### src/verilog/rv_pkg.sv
`default_nettype none

package rv_pkg;

  typedef logic [31:0] xlen_t;
  typedef logic [4:0]  reg_addr_t;
  typedef logic [31:0] inst_t;

  // major opcodes of the supported subset
  typedef enum logic [6:0] {
    OP     = 7'b0110011,
    OP_IMM = 7'b0010011,
    LOAD   = 7'b0000011,
    STORE  = 7'b0100011,
    LUI    = 7'b0110111,
    BRANCH = 7'b1100011
  } opcode_e;

  typedef enum logic [3:0] {
    alu_add      = 4'd0,
    alu_sub      = 4'd1,
    alu_sll      = 4'd2,
    alu_srl      = 4'd3,
    alu_sra      = 4'd4,
    alu_and      = 4'd5,
    alu_or       = 4'd6,
    alu_xor      = 4'd7,
    alu_pass_imm = 4'd8
  } alu_op_e;

  typedef enum logic [2:0] {
    br_none = 3'd0,
    br_eq   = 3'd1,
    br_ne   = 3'd2,
    br_lt   = 3'd3,
    br_ge   = 3'd4,
    br_ltu  = 3'd5,
    br_geu  = 3'd6
  } branch_e;

  typedef struct packed {
    alu_op_e alu_op;
    branch_e branch;
    logic    use_imm;   // operand b is imm, not rs2
    logic    reg_write;
    logic    mem_read;
    logic    mem_write;
  } ctrl_t;

  // one record per finished instruction
  typedef struct packed {
    xlen_t     pc;
    reg_addr_t rd;
    xlen_t     wdata;
    logic      reg_we;
  } commit_t;

endpackage

`default_nettype wire

### src/verilog/fetch_pc.sv
`default_nettype none

module fetch_pc import rv_pkg::*; #(
  parameter xlen_t reset_pc = '0
) (
  input  wire logic  clk,
  input  wire logic  rst,
  input  wire logic  advance,
  input  wire logic  branch_taken,
  input  wire xlen_t branch_target,
  output xlen_t      pc
);

  xlen_t pc_q;
  xlen_t pc_next;

  always_comb begin
    pc_next = pc_q;
    if (advance) begin
      if (branch_taken) begin
        pc_next = branch_target;
      end else begin
        pc_next = pc_q + 32'd4;
      end
    end
  end

  always_ff @(posedge clk, posedge rst) begin
    if (rst) begin
      pc_q <= reset_pc;
    end else begin
      pc_q <= pc_next;
    end
  end

  assign pc = pc_q;

endmodule

`default_nettype wire

### config.mk
export PLATFORM = sky130hd
export DESIGN_NAME = fetch_pc
export DESIGN_NICKNAME = d
export VERILOG_FILES = /design/src/verilog/rv_pkg.sv /design/src/verilog/fetch_pc.sv
export SDC_FILE = /design/constraint.sdc
export NUM_CORES = 1
export LEC_CHECK = 0
export ABC_AREA = 1
export BUFFER_PORTS_ARGS = -buffer_cell sky130_fd_sc_hd__buf_2
export CORE_ASPECT_RATIO = 1.2
export CORE_UTILIZATION = 52
export CTS_BUF_LIST = sky130_fd_sc_hd__clkbuf_8
export DETAILED_ROUTE_END_ITERATION = 7
export PLACE_DENSITY = 0.8
export SLEW_MARGIN = 20
export SYNTH_ARGS = -nofsm -noshare
export SYNTH_HDL_FRONTEND = slang
export SYNTH_SLANG_ARGS = --single-unit
### constraint.sdc
create_clock -name clk -period 1.6 [get_ports clk]
set_clock_uncertainty 0.15 [all_clocks]
set_input_delay 0.16 -clock clk [delete_from_list [all_inputs] [get_ports clk]]
set_output_delay 0.16 -clock clk [all_outputs]
set_load 0.03 [all_outputs]
; ---- Word level (Yosys, flattened, before mapping)
; Cells that the tools add are included.
[word_totals]
reg_bits = 32
input_bits = 36
out_inout_bits = 32
elab_cells = 3
[op_classes]
n_addsub = 1
mux = 1
[ops]
columns = op, count
row1 = adder 32 x 3 -> 32 bit (second input constant), 1
row2 = two-way mux 32 bit, 1

; ---- Depth between registers and ports, before layout
[depth]
depth_word = 2
mapped_depth = 10
ltp_nobuf = 10

; ---- Least setup slack after synthesis
; No wires, ideal clock.
[synth_timing]
path_kind = reg-to-reg
start = register pc_q[3], in the netlist pc[3]
end = register pc_q[26], in the netlist pc[26]
setup_ns = 0.117
arrival_time_ns = 1.516
required_time_ns = 1.333
slack_ns = -0.183
path_stages_with_launch = 11
n_path_buf = 0
synth_period_minus_slack_ns = 1.783
path_cell_list = dfrtp_1 -> ha_1 -> nand2_2 -> nor2_4 -> nand2_4 -> nor2_4 -> nand2_1 -> nand2_1 -> nand3_1 -> nand2_1 -> nand2_1
[synth_via]
elab_chain_len = 2
[synth_lines]
columns = item, line
row1 = from (decl), fetch_pc.sv:14  ; xlen_t pc_q;
row2 = from (signal assigned), fetch_pc.sv:30  ; pc_q <= reset_pc;
row3 = from (signal assigned), fetch_pc.sv:32  ; pc_q <= pc_next;
row4 = adder 32 x 3 -> 32 bit, fetch_pc.sv:23  ; pc_next = pc_q + 32'd4;
row5 = two-way mux 32 bit, fetch_pc.sv:20  ; if (branch_taken) begin
; Every way passes these cells.
; A chain may end at the register's enable or synchronous reset.

; ---- Final worst setup path
[layout_timing]
start = register pc_q[3], in the netlist pc[3]
end = register pc_q[12], in the netlist pc[12]
; The elaborated chain is that of the path after synthesis.

==> metrics <==
status complete, but fails checks; failing checks DRC, setup timing; Post-Syn Instances 349; sequential fraction of the synthesis area 0.351; fmax 0.592 GHz; register bit total from synthesis 32; TritonRoute pass-1 iters 6; Worst-Margin Slew 424 ps; row count 26; post-synth top area share 0.351; max_slew headroom 0.717; DR vias 2623; Critical Path Sink Type flip-flop; root buffer cell clkbuf_8; Die Ht 74.6 um; Layout Nets 486; Synth cell types 26; most frequent cells in the layout nand2_1 (117), buf_2 (67), nor2_1 (42), inv_1 (34), nand3_1 (31); synthesized area 0.00228 sq mm; crit path DAT 1770 ps; share of layout cells above drive strength 1 0.320; largest net degree at the start of global routing 33; initial antenna violation count 0; CTS tree yes; Yosys warnings 0; global-route wire length before repair 10800 um; Lkg Pwr 1.66 nW; initial core utilization 0.540; Non-Filler Instances 506; WHS 12.7 ps; Post-DRT Antenna Nets 0; die area 0.00466 sq mm; syn nets 386; Final setup viols 10; # DRC 1; Num CTS Buffers 5; vias in the first global route 2441; clock slew at reported path FFs 70 ps; Final TNS setup -283 ps; CTS sink count 32; max-slew violations 0; initial DRC count 154; Fin. Hold Viols 0; clock latency on the worst-skew pair 290 ps; IO Port Bufs 67; worst-path maximum fanout 4; commonest non-fill, non-tap cell in the layout nand2_1; Worst IR Drop VDD 0.000574 V; wire per inst 13.4 um; CTS Buffer Depth 2; Pwr per Cell Area 822 mW/mm^2; Final Worst Setup Slack -89.7 ps; core area 0.00423 sq mm; Final Util 0.752; Inst Count DP 476; unrepaired setup endpoints after global routing yes; overall routing resource usage 0.297; antenna diode count 0; width of the chip 62.5 um; total grt overflow 0; Mean Syn Cell Area 6.54 sq um; crit share post-route 1.06; Synth area leaders dfrtp_1 (35%), nand2_1 (20%), nand3_1 (8.1%); maxcap violations 0; dpl hpwl 4620 um; Synth area leader dfrtp_1; H-Tree Depth 2; gpl congestion 0.899; # IOs 68; Post-Route WL 6770 um; critical setup path kind flip-flop to flip-flop; drt via density 5.18; Tmin final 1690 ps; Hold Crit Class input pin to flip-flop; synthesis-to-finish area growth 39.2%; Req. time, crit path 1680 ps; critical path startpoint category flip-flop; max reg flops 32
-- worst paths after layout --
check,from,to,slack [ps],cells past startpoint
worst max-delay path,pc[3],pc[12],-90,8
worst min-delay path,branch_target[18],pc[18],10,3
worst max register to register,pc[3],pc[12],-90,8
worst min register to register,pc[0],pc[0],340,2
max in group asynchronous,rst,pc[10],610,4
min in group asynchronous,rst,pc[9],360,4
-- where the power goes --
part	switching [mW]	internal, mW
clock network	0.308	0.338
logic	0.582	0.320
registers	0.148	0.919
total	1.04	1.58
-- layer usage --
| layer | vias to the layer above | routed length [um] | global-route usage |
|---|---|---|---|
| li1 | 1290 | - | - |
| met1 | 1229 | 2850 | 0.369 |
| met2 | 94 | 3470 | 0.530 |
| met3 | 10 | 361 | 0.0475 |
| met4 | 0 | 91 | 0.0982 |
| met5 | - | 0 | 0 |
-- repair_timing --
item / CTS / global route
endpoints found under the hold margin: 47 / 0
buffers inserted: 0 / 6
hold buffers: 16 / 0
resized for setup: 1 / 34
setup endpoints to repair: 8 / 22
pin swaps: 1 / 18
-- synth_stat cells, drive strengths merged --
cell type,count
a21oi,7
nor2,61
ha,1
o21bai,2
a211oi,1
xor2,7
buf,5
and2,2
inv,35
o211ai,3
nand2,130
dfrtp,32
clkbuf,4
nand3,38
o22ai,2
nor3,1
o21ai,18
-- logic make-up (layout without fill, tap and decap cells) --
group	count (synthesis)	count (layout)	share of synthesized area
simple gates	232	232	0.460
buf+inv	44	145	0.0773
compound gates	33	33	0.0800
flops	32	32	0.351
xor+xnor	7	7	0.0268
fa+ha+maj	1	1	0.00548
-- critical path, cell delays in order (launching register included) --
cell	delay, ps
dfrtp_2	400
ha_4	160
nand2_4	50
nor2_4	240
nand3_4	160
nor2_4	140
xor2_1	190
nand2_1	70
nand2_1	60
-- cell type report --
class | instances | area, sq um
Tap cell | 56 | 70.1
Clock buffer | 6 | 82.6
Inverter | 35 | 131
Sequential cell | 32 | 808
Fill cell | 351 | 1050
Multi-Input combinational cell | 273 | 1430
Timing Repair Buffer | 102 | 654
Clock inverter | 2 | 7.51
-- metrics by stage --
| step | power [mW] | cell area (sq um) | setup slack [ps] |
|---|---|---|---|
| detailed placement | 1.88 | 2770 | -3.27 |
| finish | 2.61 | 3180 | -89.7 |
| CTS | 2.56 | 3020 | -1.64 |
| global route | 2.74 | 3180 | -167 |
| global placement | 1.86 | 2770 | 25.8 |
| floorplan | 1.59 | 2300 | -29.4 |
Note: power is estimated with default switching activity, not from simulation.
