[config.mk]
export PLATFORM = sky130hd
export DESIGN_NAME = reg_file
export DESIGN_NICKNAME = d
export VERILOG_FILES = /design/src/verilog/rv_pkg.sv /design/src/verilog/reg_file.sv
export SDC_FILE = /design/constraint.sdc
export NUM_CORES = 2
export LEC_CHECK = 0
export ABC_AREA = 0
export BUFFER_PORTS_ARGS = -buffer_cell sky130_fd_sc_hd__buf_2
export CAP_MARGIN = 20
export CELL_PAD_IN_SITES_DETAIL_PLACEMENT = 1
export CELL_PAD_IN_SITES_GLOBAL_PLACEMENT = 1
export CORE_MARGIN = 1
export CORE_UTILIZATION = 40
export DETAILED_ROUTE_END_ITERATION = 8
export PLACE_DENSITY_LB_ADDON = 0.1
export SETUP_SLACK_MARGIN = 0.5
export SYNTH_ARGS = -nofsm -noshare
export SYNTH_HDL_FRONTEND = slang
export SYNTH_SLANG_ARGS = --single-unit
[constraint.sdc]
create_clock -name clk -period 44 [get_ports clk]
set_clock_uncertainty 0.05 [all_clocks]
set_input_delay 2.2 -clock clk [delete_from_list [all_inputs] [get_ports clk]]
set_output_delay 2.2 -clock clk [all_outputs]
set_load 0.005 [all_outputs]
[src/verilog/rv_pkg.sv]
`default_nettype none

package rv_pkg;

  typedef logic [31:0] xlen_t;
  typedef logic [4:0]  reg_addr_t;
  typedef logic [31:0] inst_t;

  // major opcodes of the supported subset
  typedef enum logic [6:0] {
    OP     = 7'b0110011,
    OP_IMM = 7'b0010011,
    LOAD   = 7'b0000011,
    STORE  = 7'b0100011,
    LUI    = 7'b0110111,
    BRANCH = 7'b1100011
  } opcode_e;

  typedef enum logic [3:0] {
    alu_add      = 4'd0,
    alu_sub      = 4'd1,
    alu_sll      = 4'd2,
    alu_srl      = 4'd3,
    alu_sra      = 4'd4,
    alu_and      = 4'd5,
    alu_or       = 4'd6,
    alu_xor      = 4'd7,
    alu_pass_imm = 4'd8
  } alu_op_e;

  typedef enum logic [2:0] {
    br_none = 3'd0,
    br_eq   = 3'd1,
    br_ne   = 3'd2,
    br_lt   = 3'd3,
    br_ge   = 3'd4,
    br_ltu  = 3'd5,
    br_geu  = 3'd6
  } branch_e;

  typedef struct packed {
    alu_op_e alu_op;
    branch_e branch;
    logic    use_imm;   // operand b is imm, not rs2
    logic    reg_write;
    logic    mem_read;
    logic    mem_write;
  } ctrl_t;

  // one record per finished instruction
  typedef struct packed {
    xlen_t     pc;
    reg_addr_t rd;
    xlen_t     wdata;
    logic      reg_we;
  } commit_t;

endpackage

`default_nettype wire

[src/verilog/reg_file.sv]
`default_nettype none

module reg_file import rv_pkg::*; (
  input  wire logic      clk,
  input  wire logic      rst,
  input  wire reg_addr_t rs1,
  input  wire reg_addr_t rs2,
  output xlen_t          rs1_data,
  output xlen_t          rs2_data,
  input  wire logic      wr_en,
  input  wire reg_addr_t wr_addr,
  input  wire xlen_t     wr_data
);

  xlen_t [31:0] regs;

  assign rs1_data = regs[rs1];
  assign rs2_data = regs[rs2];

  always_ff @(posedge clk, posedge rst) begin
    if (rst) begin
      regs <= '0;
    end else if (wr_en && (wr_addr != 5'd0)) begin // x0 stays zero
      regs[wr_addr] <= wr_data;
    end
  end

endmodule

`default_nettype wire

After elaboration in Yosys (flattened, before gate mapping)
Index checks and enable logic that the tools add are counted.
{ "totals": {"regBits": 1024, "in_bits": 50, "out_inout_bits": 64, "wordCells": 46} }
{ "op_classes": {"magnitude_cmp": 4, "muxes": 7, "reduce_logical": 3} }
{ "op_table": {"columns": ["operator", "count"], "rows": [
  ["1024-bit bitwise mux", 1],
  ["32-bit binary-select mux with 5-bit select", 2],
  ["32-bit demux with 5-bit select", 1],
  ["32-bit 2-to-1 mux", 3],
  ["5-bit by 6-bit < comparator with 1-bit output, second input constant", 3],
  ["5-bit by 1-bit >= comparator with 1-bit output, second input constant", 1],
  ["5-bit nonzero test", 1],
  ["1-bit logical AND", 2]
]} }

Logic depth before layout (Yosys ltp)
{ "logic_depth": {"word_depth": 5, "depth_mapped": 8, "mapped_depth_nobuf": 5} }

Least setup slack after synthesis
No wires, ideal clock.
{ "synth_timing": {"path_kind": "input to output", "from": "input port rs2[1]", "to": "output port rs2_data[25]", "t_arrival_ns": 3.569, "t_required_ns": 41.750, "slack_ns": 38.181, "path_stages": 8, "n_path_buf": 4, "path_cell_list": "buf_2 buf_2 buf_2 buf_2 mux2i_1 a22oi_1 a31oi_1 nand3_1"} }
{ "synth_via": {"elab_chain_cells": 2} }
{ "synth_rtl": {"columns": ["item", "line", "text"], "rows": [
  ["from (decl)", "reg_file.sv:7", "input wire reg_addr_t rs2,"],
  ["32-bit binary-select mux with 5-bit select", "reg_file.sv:18", "assign rs2_data = regs[rs2];"],
  ["32-bit 2-to-1 mux (implied by the code)", "reg_file.sv:18", null],
  ["to (decl)", "reg_file.sv:9", "output xlen_t rs2_data,"]
]} }
No other way between the ends. The select of a mux whose other input is x is not followed.

Final worst setup path
{ "layout_timing": {"from": "input port rs1[1]", "to": "output port rs1_data[1]"} }
{ "layout_via": {"elab_chain_cells": 2} }
{ "layout_rtl": {"columns": ["item", "line", "text"], "rows": [
  ["from (decl)", "reg_file.sv:6", "input wire reg_addr_t rs1,"],
  ["32-bit binary-select mux with 5-bit select", "reg_file.sv:17", "assign rs1_data = regs[rs1];"],
  ["32-bit 2-to-1 mux (implied by the code)", "reg_file.sv:17", null],
  ["to (decl)", "reg_file.sv:8", "output xlen_t rs1_data,"]
]} }
No other way between the ends. The select of a mux whose other input is x is not followed.

==> run metrics <==
PD cells=between 40 and 50 nW/um2; chip width=approximately 370 um; number of synthesized flops with an enable pin=0; Avg Cell Area, Syn=~12 um2; Core Util, Final=between 40% and 50%; post-CTS setup buffers=0; post-layout instance area=around 60,000 um2; total die area=about 140,000 um2; total of warnings raised by yosys=0; Worst Path Arrival=just over 7000 ps; Final Cycle Share=21.1%; Sink Count=roughly 1,000; Yosys reg bits=1,024; RSZ-0062 raised after global routing=no; launching element type of the critical path=primary input; CP delay by family, top=buffers and inverters; Placed Area=57,100 um2; Worst-Skew Late Latency=around 760 ps; CP cell instances=buf_8, buf_4, buf_4, buf_4, buf_4, mux2i_1, a22o_1, nor3_1, a31oi_1, nand3_1, buf_2; Required @ worst endpoint=around 42,000 ps; met3 GRT Util=roughly 3.4%; routed wire length=approximately 190,000 um; hold_ws=~350 ps; dpl cells=a little over 6,000; # rows=136; Worst Path Buf+Inv=6; mapped cell area=between 50,000 and 60,000 um2; post-synthesis sequential area ratio=a little under half; DP Wirelength=around 100,000 um; TritonCTS clock tree=done; initial antenna violation count=12; fmax=around 110 MHz; Largest Register=regs; Psw=0.809 mW; Post-Syn Instances=around 4,600; non-filler instance count after layout=~6,400; critical path type=in2out; dominant cells by area after synthesis=dfrtp_1, mux2_2, mux2i_1; CTS resizes=0; internal cell power=between 2 and 2.5 mW; via/cell ratio=6.06; GRT overflow=0; Setup violations, final=0; Synth Net Count=4,663; CTS root buffer=clkbuf_16; Area growth syn-to-layout=10.8%; 1st-iter DRT viols=2,452; Ports=114; sw frac=roughly 29%; maximum fanout along the worst path=71; Num CTS Buffers=130; Core Box Area=approximately 140,000 um2; Max Cap Viol=0; met1 usage=38.4%; global placement routability congestion=0.763; Critical Path Most Common Cell=buf_4; largest net degree at the start of global routing=170; vias in the first global route=slightly above 40,000; Final ANT Viol Nets=0; minimum clock period=9300 ps; Die H=~370 um; top cells by count, synth=dfrtp_1, mux2i_1, mux2_2; Fin Setup TNS=0 ps; clock share of power=37.5%; Worst path max stage delay=slightly above 800 ps; pre-CTS setup slack=between 30,000 and 40,000 ps; share of the synthesized area in the top cell type=between 40% and 50%; largest area contributor in the netlist=dfrtp_1; r2r setup slk=roughly 43,000 ps; Avg WL per Cell=around 30 um; Clock Pin Slew Worst Setup and Hold Paths=50 ps; slowest stage cell, crit path=buf_4; GRT Overall Usage=between 20% and 30%; pins over their slew limit=0; initial core utilization=between 40% and 50%; Port-buffer cells=between 100 and 150; measured slew at the worst slew-check pin=about 1300 ps; top flop regs=regs: 1024 flops; Crit. End Element=output pin; hold crit path type=reg2reg; leakage power=~29 nW; H-Tree Depth=4; setup ws final=34,700 ps; layout cells sized above 1=between 30% and 40%; via count=38,500; VDD IR max=~0.035 mV; Max transition margin=14.6%; DRC=0; overall power=approximately 2.8 mW; Final Hold Vio Count=0; outcome=finished, final reports clean; grt peak-use layer=met2; CTS max path bufs=3; Main synth FF type=dfrtp_1; Distinct cells, synth=28; fin nets=between 4,000 and 5,000; combinational cell fraction of total power=a little under a fifth; M2 GR Usage=44.4%; DRT Pass-1 Iters=5; Flop pwr share=~44%; max reg flops=between 1,000 and 1,500; first-pass GRT wire length=~290,000 um; Async SR Flop Fraction=100%; hold bufs inserted after CTS=0
final timing paths:
path,startpoint,to,depth (start not counted)
setup / recovery,rs1[1],rs1_data[1],11
hold / removal,regs[14],regs[14],0
setup reg to reg,regs[916],regs[916],1
hold reg to reg,regs[14],regs[14],0
max in group asynchronous,rst,regs[302],5
min in group asynchronous,rst,regs[286],2
layout make-up:
class / count / area [um2]
Inverter: 1 / 11.3
Sequential cell: 1024 / 25600
Timing Repair Buffer: 198 / 1370
Clock buffer: 202 / 3950
Tap cell: 1794 / 2240
Fill cell: 14200 / 76100
Multi-Input combinational cell: 3109 / 27900
Antenna cell: 5 / 12.5
Clock inverter: 25 / 248
layout by cell type, fill, tap and decap left out, drive strengths merged:
master,instances
a22o,128
and2,4
mux2i,1024
a31oi,64
nor3,69
a21oi,192
clkbuf,202
mux2,992
dfrtp,1024
nor4b,1
a22oi,192
bufinv,4
clkinv,16
nand4,2
nor2b,12
or2,2
nand2,214
nor2,10
or4,1
and3,2
nand2b,4
nand3,195
buf,198
nor4,1
inv,6
diode,5
cell families (layout without fill, tap and decap cells):
| logic type | after synthesis | count (layout) | share of synthesized area (%) |
|---|---|---|---|
| AO/OA/AOI/OAI | 576 | 576 | 7.08 |
| multiplexers | 2016 | 2016 | 38.7 |
| other | 0 | 5 | 0 |
| buffers and inverters | 480 | 426 | 3.75 |
| flip-flops | 1024 | 1024 | 46.2 |
| AND/OR/NAND/NOR | 517 | 517 | 4.27 |
power by group through the flow:
stage / combinational, mW / clock, mW / sequential [mW]
global placement: 0.507 / 0 / 1.26
finish: 0.516 / 1.07 / 1.26
detailed placement: 0.519 / 0 / 1.27
CTS: 0.520 / 1.09 / 1.25
global route: 0.566 / 1.13 / 1.28
floorplan: 0.402 / 0 / 1.23
layer usage:
| layer | share of wire, % | routed length [um] | vias up |
|---|---|---|---|
| li1 | - | - | 16700 |
| met1 | 47 | 90800 | 20800 |
| met2 | 47 | 89600 | 675 |
| met3 | 3.3 | 6380 | 274 |
| met4 | 2.7 | 5240 | 2 |
| met5 | 0.0068 | 13 | - |
No activity file was read; power rests on OpenSTA's default activity.
