## src/verilog/rv_pkg.sv

```systemverilog
`default_nettype none

package rv_pkg;

  typedef logic [31:0] xlen_t;
  typedef logic [4:0]  reg_addr_t;
  typedef logic [31:0] inst_t;

  // major opcodes of the supported subset
  typedef enum logic [6:0] {
    OP     = 7'b0110011,
    OP_IMM = 7'b0010011,
    LOAD   = 7'b0000011,
    STORE  = 7'b0100011,
    LUI    = 7'b0110111,
    BRANCH = 7'b1100011
  } opcode_e;

  typedef enum logic [3:0] {
    alu_add      = 4'd0,
    alu_sub      = 4'd1,
    alu_sll      = 4'd2,
    alu_srl      = 4'd3,
    alu_sra      = 4'd4,
    alu_and      = 4'd5,
    alu_or       = 4'd6,
    alu_xor      = 4'd7,
    alu_pass_imm = 4'd8
  } alu_op_e;

  typedef enum logic [2:0] {
    br_none = 3'd0,
    br_eq   = 3'd1,
    br_ne   = 3'd2,
    br_lt   = 3'd3,
    br_ge   = 3'd4,
    br_ltu  = 3'd5,
    br_geu  = 3'd6
  } branch_e;

  typedef struct packed {
    alu_op_e alu_op;
    branch_e branch;
    logic    use_imm;   // operand b is imm, not rs2
    logic    reg_write;
    logic    mem_read;
    logic    mem_write;
  } ctrl_t;

  // one record per finished instruction
  typedef struct packed {
    xlen_t     pc;
    reg_addr_t rd;
    xlen_t     wdata;
    logic      reg_we;
  } commit_t;

endpackage

`default_nettype wire

```

## src/verilog/decode_ctrl.sv

```systemverilog
`default_nettype none

module decode_ctrl import rv_pkg::*; (
  input  wire inst_t inst,
  output reg_addr_t  rs1,
  output reg_addr_t  rs2,
  output reg_addr_t  rd,
  output xlen_t      imm,
  output ctrl_t      ctrl
);

  opcode_e    opcode;
  logic [2:0] funct3;
  logic [6:0] funct7;

  assign opcode = opcode_e'(inst[6:0]);
  assign funct3 = inst[14:12];
  assign funct7 = inst[31:25];
  assign rs1    = inst[19:15];
  assign rs2    = inst[24:20];
  assign rd     = inst[11:7];

  always_comb begin
    case (opcode)
      OP_IMM, LOAD: imm = {{20{inst[31]}}, inst[31:20]};
      STORE:        imm = {{20{inst[31]}}, inst[31:25], inst[11:7]};
      BRANCH:       imm = {{20{inst[31]}}, inst[7], inst[30:25], inst[11:8], 1'b0};
      LUI:          imm = {inst[31:12], 12'd0};
      default:      imm = '0;
    endcase
  end

  // anything unmatched leaves ctrl all zero
  always_comb begin
    ctrl = '0;
    case (opcode)
      OP: begin
        ctrl.reg_write = 1'b1;
        case ({funct7, funct3})
          10'b0000000_000: ctrl.alu_op = alu_add;
          10'b0100000_000: ctrl.alu_op = alu_sub;
          10'b0000000_001: ctrl.alu_op = alu_sll;
          10'b0000000_101: ctrl.alu_op = alu_srl;
          10'b0100000_101: ctrl.alu_op = alu_sra;
          10'b0000000_111: ctrl.alu_op = alu_and;
          10'b0000000_110: ctrl.alu_op = alu_or;
          10'b0000000_100: ctrl.alu_op = alu_xor;
          default:         ctrl.reg_write = 1'b0; // slt, sltu and the rest
        endcase
      end
      OP_IMM: begin
        ctrl.reg_write = 1'b1;
        ctrl.use_imm   = 1'b1;
        case (funct3)
          3'b000: ctrl.alu_op = alu_add;
          3'b100: ctrl.alu_op = alu_xor;
          3'b110: ctrl.alu_op = alu_or;
          3'b111: ctrl.alu_op = alu_and;
          3'b001: begin
            ctrl.alu_op = alu_sll;
            if (funct7 != 7'b0000000) ctrl = '0;
          end
          3'b101: begin
            if (funct7 == 7'b0000000) ctrl.alu_op = alu_srl;
            else if (funct7 == 7'b0100000) ctrl.alu_op = alu_sra;
            else ctrl = '0;
          end
          default: ctrl = '0;
        endcase
      end
      LOAD: begin
        if (funct3 == 3'b010) begin // lw only
          ctrl.use_imm   = 1'b1;
          ctrl.reg_write = 1'b1;
          ctrl.mem_read  = 1'b1;
        end
      end
      STORE: begin
        if (funct3 == 3'b010) begin // sw only
          ctrl.use_imm   = 1'b1;
          ctrl.mem_write = 1'b1;
        end
      end
      LUI: begin
        ctrl.alu_op    = alu_pass_imm;
        ctrl.use_imm   = 1'b1;
        ctrl.reg_write = 1'b1;
      end
      BRANCH: begin
        ctrl.alu_op = alu_sub;
        case (funct3)
          3'b000:  ctrl.branch = br_eq;
          3'b001:  ctrl.branch = br_ne;
          3'b100:  ctrl.branch = br_lt;
          3'b101:  ctrl.branch = br_ge;
          3'b110:  ctrl.branch = br_ltu;
          3'b111:  ctrl.branch = br_geu;
          default: ctrl = '0;
        endcase
      end
      default: ctrl = '0;
    endcase
  end

endmodule

`default_nettype wire

```

## config.mk

```make
export PLATFORM = sky130hd
export DESIGN_NAME = decode_ctrl
export DESIGN_NICKNAME = d
export VERILOG_FILES = /design/src/verilog/rv_pkg.sv /design/src/verilog/decode_ctrl.sv
export SDC_FILE = /design/constraint.sdc
export NUM_CORES = 1
export LEC_CHECK = 0
export ABC_AREA = 1
export BUFFER_PORTS_ARGS = -buffer_cell sky130_fd_sc_hd__buf_4
export CAP_MARGIN = 10
export CELL_PAD_IN_SITES_DETAIL_PLACEMENT = 1
export CELL_PAD_IN_SITES_GLOBAL_PLACEMENT = 1
export CORE_AREA = 2 2 72 74
export DETAILED_ROUTE_END_ITERATION = 7
export DIE_AREA = 0 0 74 76
export PLACE_DENSITY_LB_ADDON = 0.1
export RECOVER_POWER = 50
export SLEW_MARGIN = 25
export SYNTH_ARGS = -nofsm -noshare
export SYNTH_HDL_FRONTEND = slang
export SYNTH_SLANG_ARGS = --single-unit
```

## constraint.sdc

```tcl
create_clock -name vclk -period 0.8
set_input_delay 0.08 -clock vclk [all_inputs]
set_output_delay 0.08 -clock vclk [all_outputs]
set_load 0.005 [all_outputs]
```

Word level (Yosys, flattened, before mapping)
Cells that the tools add are included.
- eq/ne operators: 20
- multiplexer cells: 20
- reductions and logical operators: 8
- operators by type and width (cell ; count):
    one-hot mux 32 bit (4 select lines) ; 1
    equality test 10 x 3 -> 1 bit, second input constant ; 4
    equality test 7 x 6 -> 1 bit, second input constant ; 4
    one-hot mux 3 bit (7 select lines) ; 1
    one-hot mux 7 bit (3 select lines) ; 1
    equality test 10 x 9 -> 1 bit, second input constant ; 2
    one-hot mux 3 bit (6 select lines) ; 1
    one-hot mux 4 bit (4 select lines) ; 1
    one-hot mux 3 bit (5 select lines) ; 1
    equality test 3 bit, second input constant ; 4
    equality test 10 x 1 -> 1 bit, second input constant ; 1
    logical NOT 10 bit ; 1
    two-way mux 3 bit ; 3
    two-way mux 9 bit ; 1
    two-way mux 4 bit ; 2
    one-hot mux 1 bit (4 select lines) ; 2
    OR reduction 8 bit ; 1
    equality test 7 x 2 -> 1 bit, second input constant ; 1
    equality test 7 x 5 -> 1 bit, second input constant ; 1
    equality test 7 bit, second input constant ; 1
    logical NOT 7 bit ; 1
    nonzero test 7 bit ; 1
    one-hot mux 3 bit (2 select lines) ; 1
    OR reduction 6 bit ; 1
    other kinds (7) ; 10
- register bits: 0
- input port bits: 32
- output and inout bits: 58
- word-level logic and storage cells: 48

Logic depth before layout (Yosys ltp)
- word-level depth: 5
- gate-level depth with buffers: 8
- gate-level depth less buffers: 8

Least setup slack after synthesis
Ideal clock, no wire load.
- path kind: input port to output port
- from: input inst[2]
- to: output ctrl[4] in the netlist's numbering
- arrival: 0.828 ns
- required time: 0.720 ns
- setup slack: -0.108 ns
- cell stages on the path: 6
- buffers on the path: 0
- cells stage by stage: nor2_2 -> nand2_2 -> nor2_4 -> nand2_2 -> or2_1 -> nor2_1
- RTL lines (item ; RTL line ; text):
    start, declared ; decode_ctrl.sv:4 ; input wire inst_t inst,
    end, declared ; decode_ctrl.sv:9 ; output ctrl_t ctrl

Worst setup path in the final report
- from: input inst[2]
- to: output imm[12]
- cells in the longest elaborated chain, start to end: 3
- elaborated cells on any way between the ends: 7
- those cells by class: 5 x eq/ne; 1 x mux; 1 x reduce/logical
- ends and longest elaborated chain (item ; RTL line ; text):
    equality test 7 x 5 -> 1 bit or equality test 7 x 2 -> 1 bit (tied branches) ; decode_ctrl.sv:24 ; case (opcode)
    OR reduction 2 bit ; decode_ctrl.sv:24 ;
    one-hot mux 32 bit (4 select lines) * ; decode_ctrl.sv:24 ;
    end, declared ; decode_ctrl.sv:8 ; output xlen_t imm,
Mark *: on every way between the ends. The rest lies on a longest branch, timed or not.

==> metrics.txt <==
hold-fix buffers at CTS=0; GRT overflow=0; crit path launch type=input pin; critical path capture point type=output pin; worst-path maximum fanout=8; largest family of logic cells by synthesized area=simple AND/OR/NAND/NOR gates; Post-Route WL=4.93 mm; critical path arrival=1050 ps; commonest non-fill, non-tap cell in the layout=buf_4; # rows=26; layout clock buffer count=0; cell family with most CP delay=buffers and inverters; initial core utilization=0.191; cell mode on critical path=buf_6; Worst Hold Slack=339 ps; wl on met1=2.03 mm; DIE HEIGHT=76 microns; Reg area=0 sq um; fraction of layout cells with a size suffix above 1=0.753; status=complete, but fails checks; Syn Area/Cell=5.41 sq um; Leak=1.18 nW; sequential cells=0; mux contribution to synthesized area=0; antenna-violating nets left=0; failing checks=setup timing; Critical Path RT=720 ps; HP Class=in2out; CP bufs+invs=4; die area=5620 sq um; Final Critical Period=1130 ps; Synth warnings=0; final number of setup-violating endpoints=43; TNS Setup=-11710 ps; syn_nets=205; Post-Route Utilization=0.473; initial antenna violation count=0; I/O pin count=90; via count of the first global-routing pass=1545; RD Place Congestion=0.777; Max Fclk=882 MHz; WL met3=297 microns; drt first pass iters=4; WP depth=8; Final Cycle Share=1.42; post-synthesis sequential area ratio=0; DIE WIDTH=74 microns; Slew Limit Fails=0; Slew headroom=0.801; input/output buffers=90; post-synthesis compound-gate area fraction=0.299; Worst Tran Pin Value=297 ps; # diodes=0; Syn Inst Count=173; Final Hold Viols=0; Synth cell types=26; routed via count=1542; Max IR drop VDD=0.169 mV; 1st-iter DRT viols=32; max cap viols=0; core area=4910 sq um; synth-to-layout area growth=148%; PD cells=315 nW/um^2; DP Wirelength=3.61 mm; Vias/cell=4.37; Hold Path Cell Cnt=2; synthesized cell area=936 sq um; wire per inst=14.0 microns; Final WS setup=-334 ps; CP max-delay cell=buf_12; largest net degree at the start of global routing=16; simple-gate share of the synthesized area=0.418; crit-path cells=buf_6, nor2_4, nand2_4, inv_4, o21ai_4, buf_12, o22ai_4, buf_6; WL met2=2.60 mm; fin nets=317; commonest cells after routing, fill and taps aside=buf_4 (106), nand2_1 (27), inv_1 (14); GRT Util Overall=0.154; post-synthesis xor/xnor area fraction=0; first-pass GRT wire length=7.18 mm; DRC violations left=0; unrepaired setup endpoints after global routing=yes; Synth Area in Adders=0; Crit Path Class=in2out; slowest stage delay, CP=160 ps; max layer used=met3
-- cell usage after synthesis, types with 4 or more instances --
cell / number / area, sq um
buf_4: 16 / 120
o22ai_1: 6 / 37.5
o2bb2ai_1: 5 / 43.8
o22ai_2: 9 / 113
o21ai_0: 9 / 45.0
nand2_1: 40 / 150
a21oi_1: 5 / 25.0
nand3_1: 10 / 50.1
inv_2: 4 / 15.0
nor2_1: 25 / 93.8
inv_1: 25 / 93.8
-- report_power, final --
group | total, mW | internal [mW] | switching (mW)
combinational | 0.733 | 0.371 | 0.362
clock | 0 | 0 | 0
sequential | 0 | 0 | 0
total | 0.733 | 0.371 | 0.362
-- timing repair --
action	CTS	global route
setup endpoints to repair	43	43
pin swaps	9	15
setup buffers	4	4
gates resized for setup	55	59
hold endpoints to repair	0	0
cloned	0	1
-- final timing paths --
check | from | endpoint | slack, ps
worst max-delay path | inst[2] | imm[12] | -330
worst min-delay path | inst[20] | rs2[0] | 340
-- stage by stage --
stage,instance area (sq um),std cells,power [mW],setup WS (ps)
after floorplan,962,173,0.241,-65.2
after global placement,1840,344,0.564,-332
after detailed placement,1840,344,0.566,-354
after CTS,2060,348,0.643,-306
after global routing,2320,353,0.794,-384
final,2320,353,0.733,-334
-- area by class of cell --
class | instances | area (sq um)
well taps | 70 | 87.6
fillers | 620 | 2590
inverters | 29 | 141
repair buffers | 131 | 1120
multi-input cells | 123 | 976
-- logic make-up (layout without fill, tap and decap cells) --
kind of cell	Yosys count	after routing
compound gates	35	35
simple gates	88	88
buf+inv	50	160
-- routing by layer --
layer	track usage	vias to the layer above
met2	0.286	50
met5	0	-
met3	0.0119	0
li1	-	768
met4	0	0
met1	0.202	724
Power figures use the tool's default switching activity.
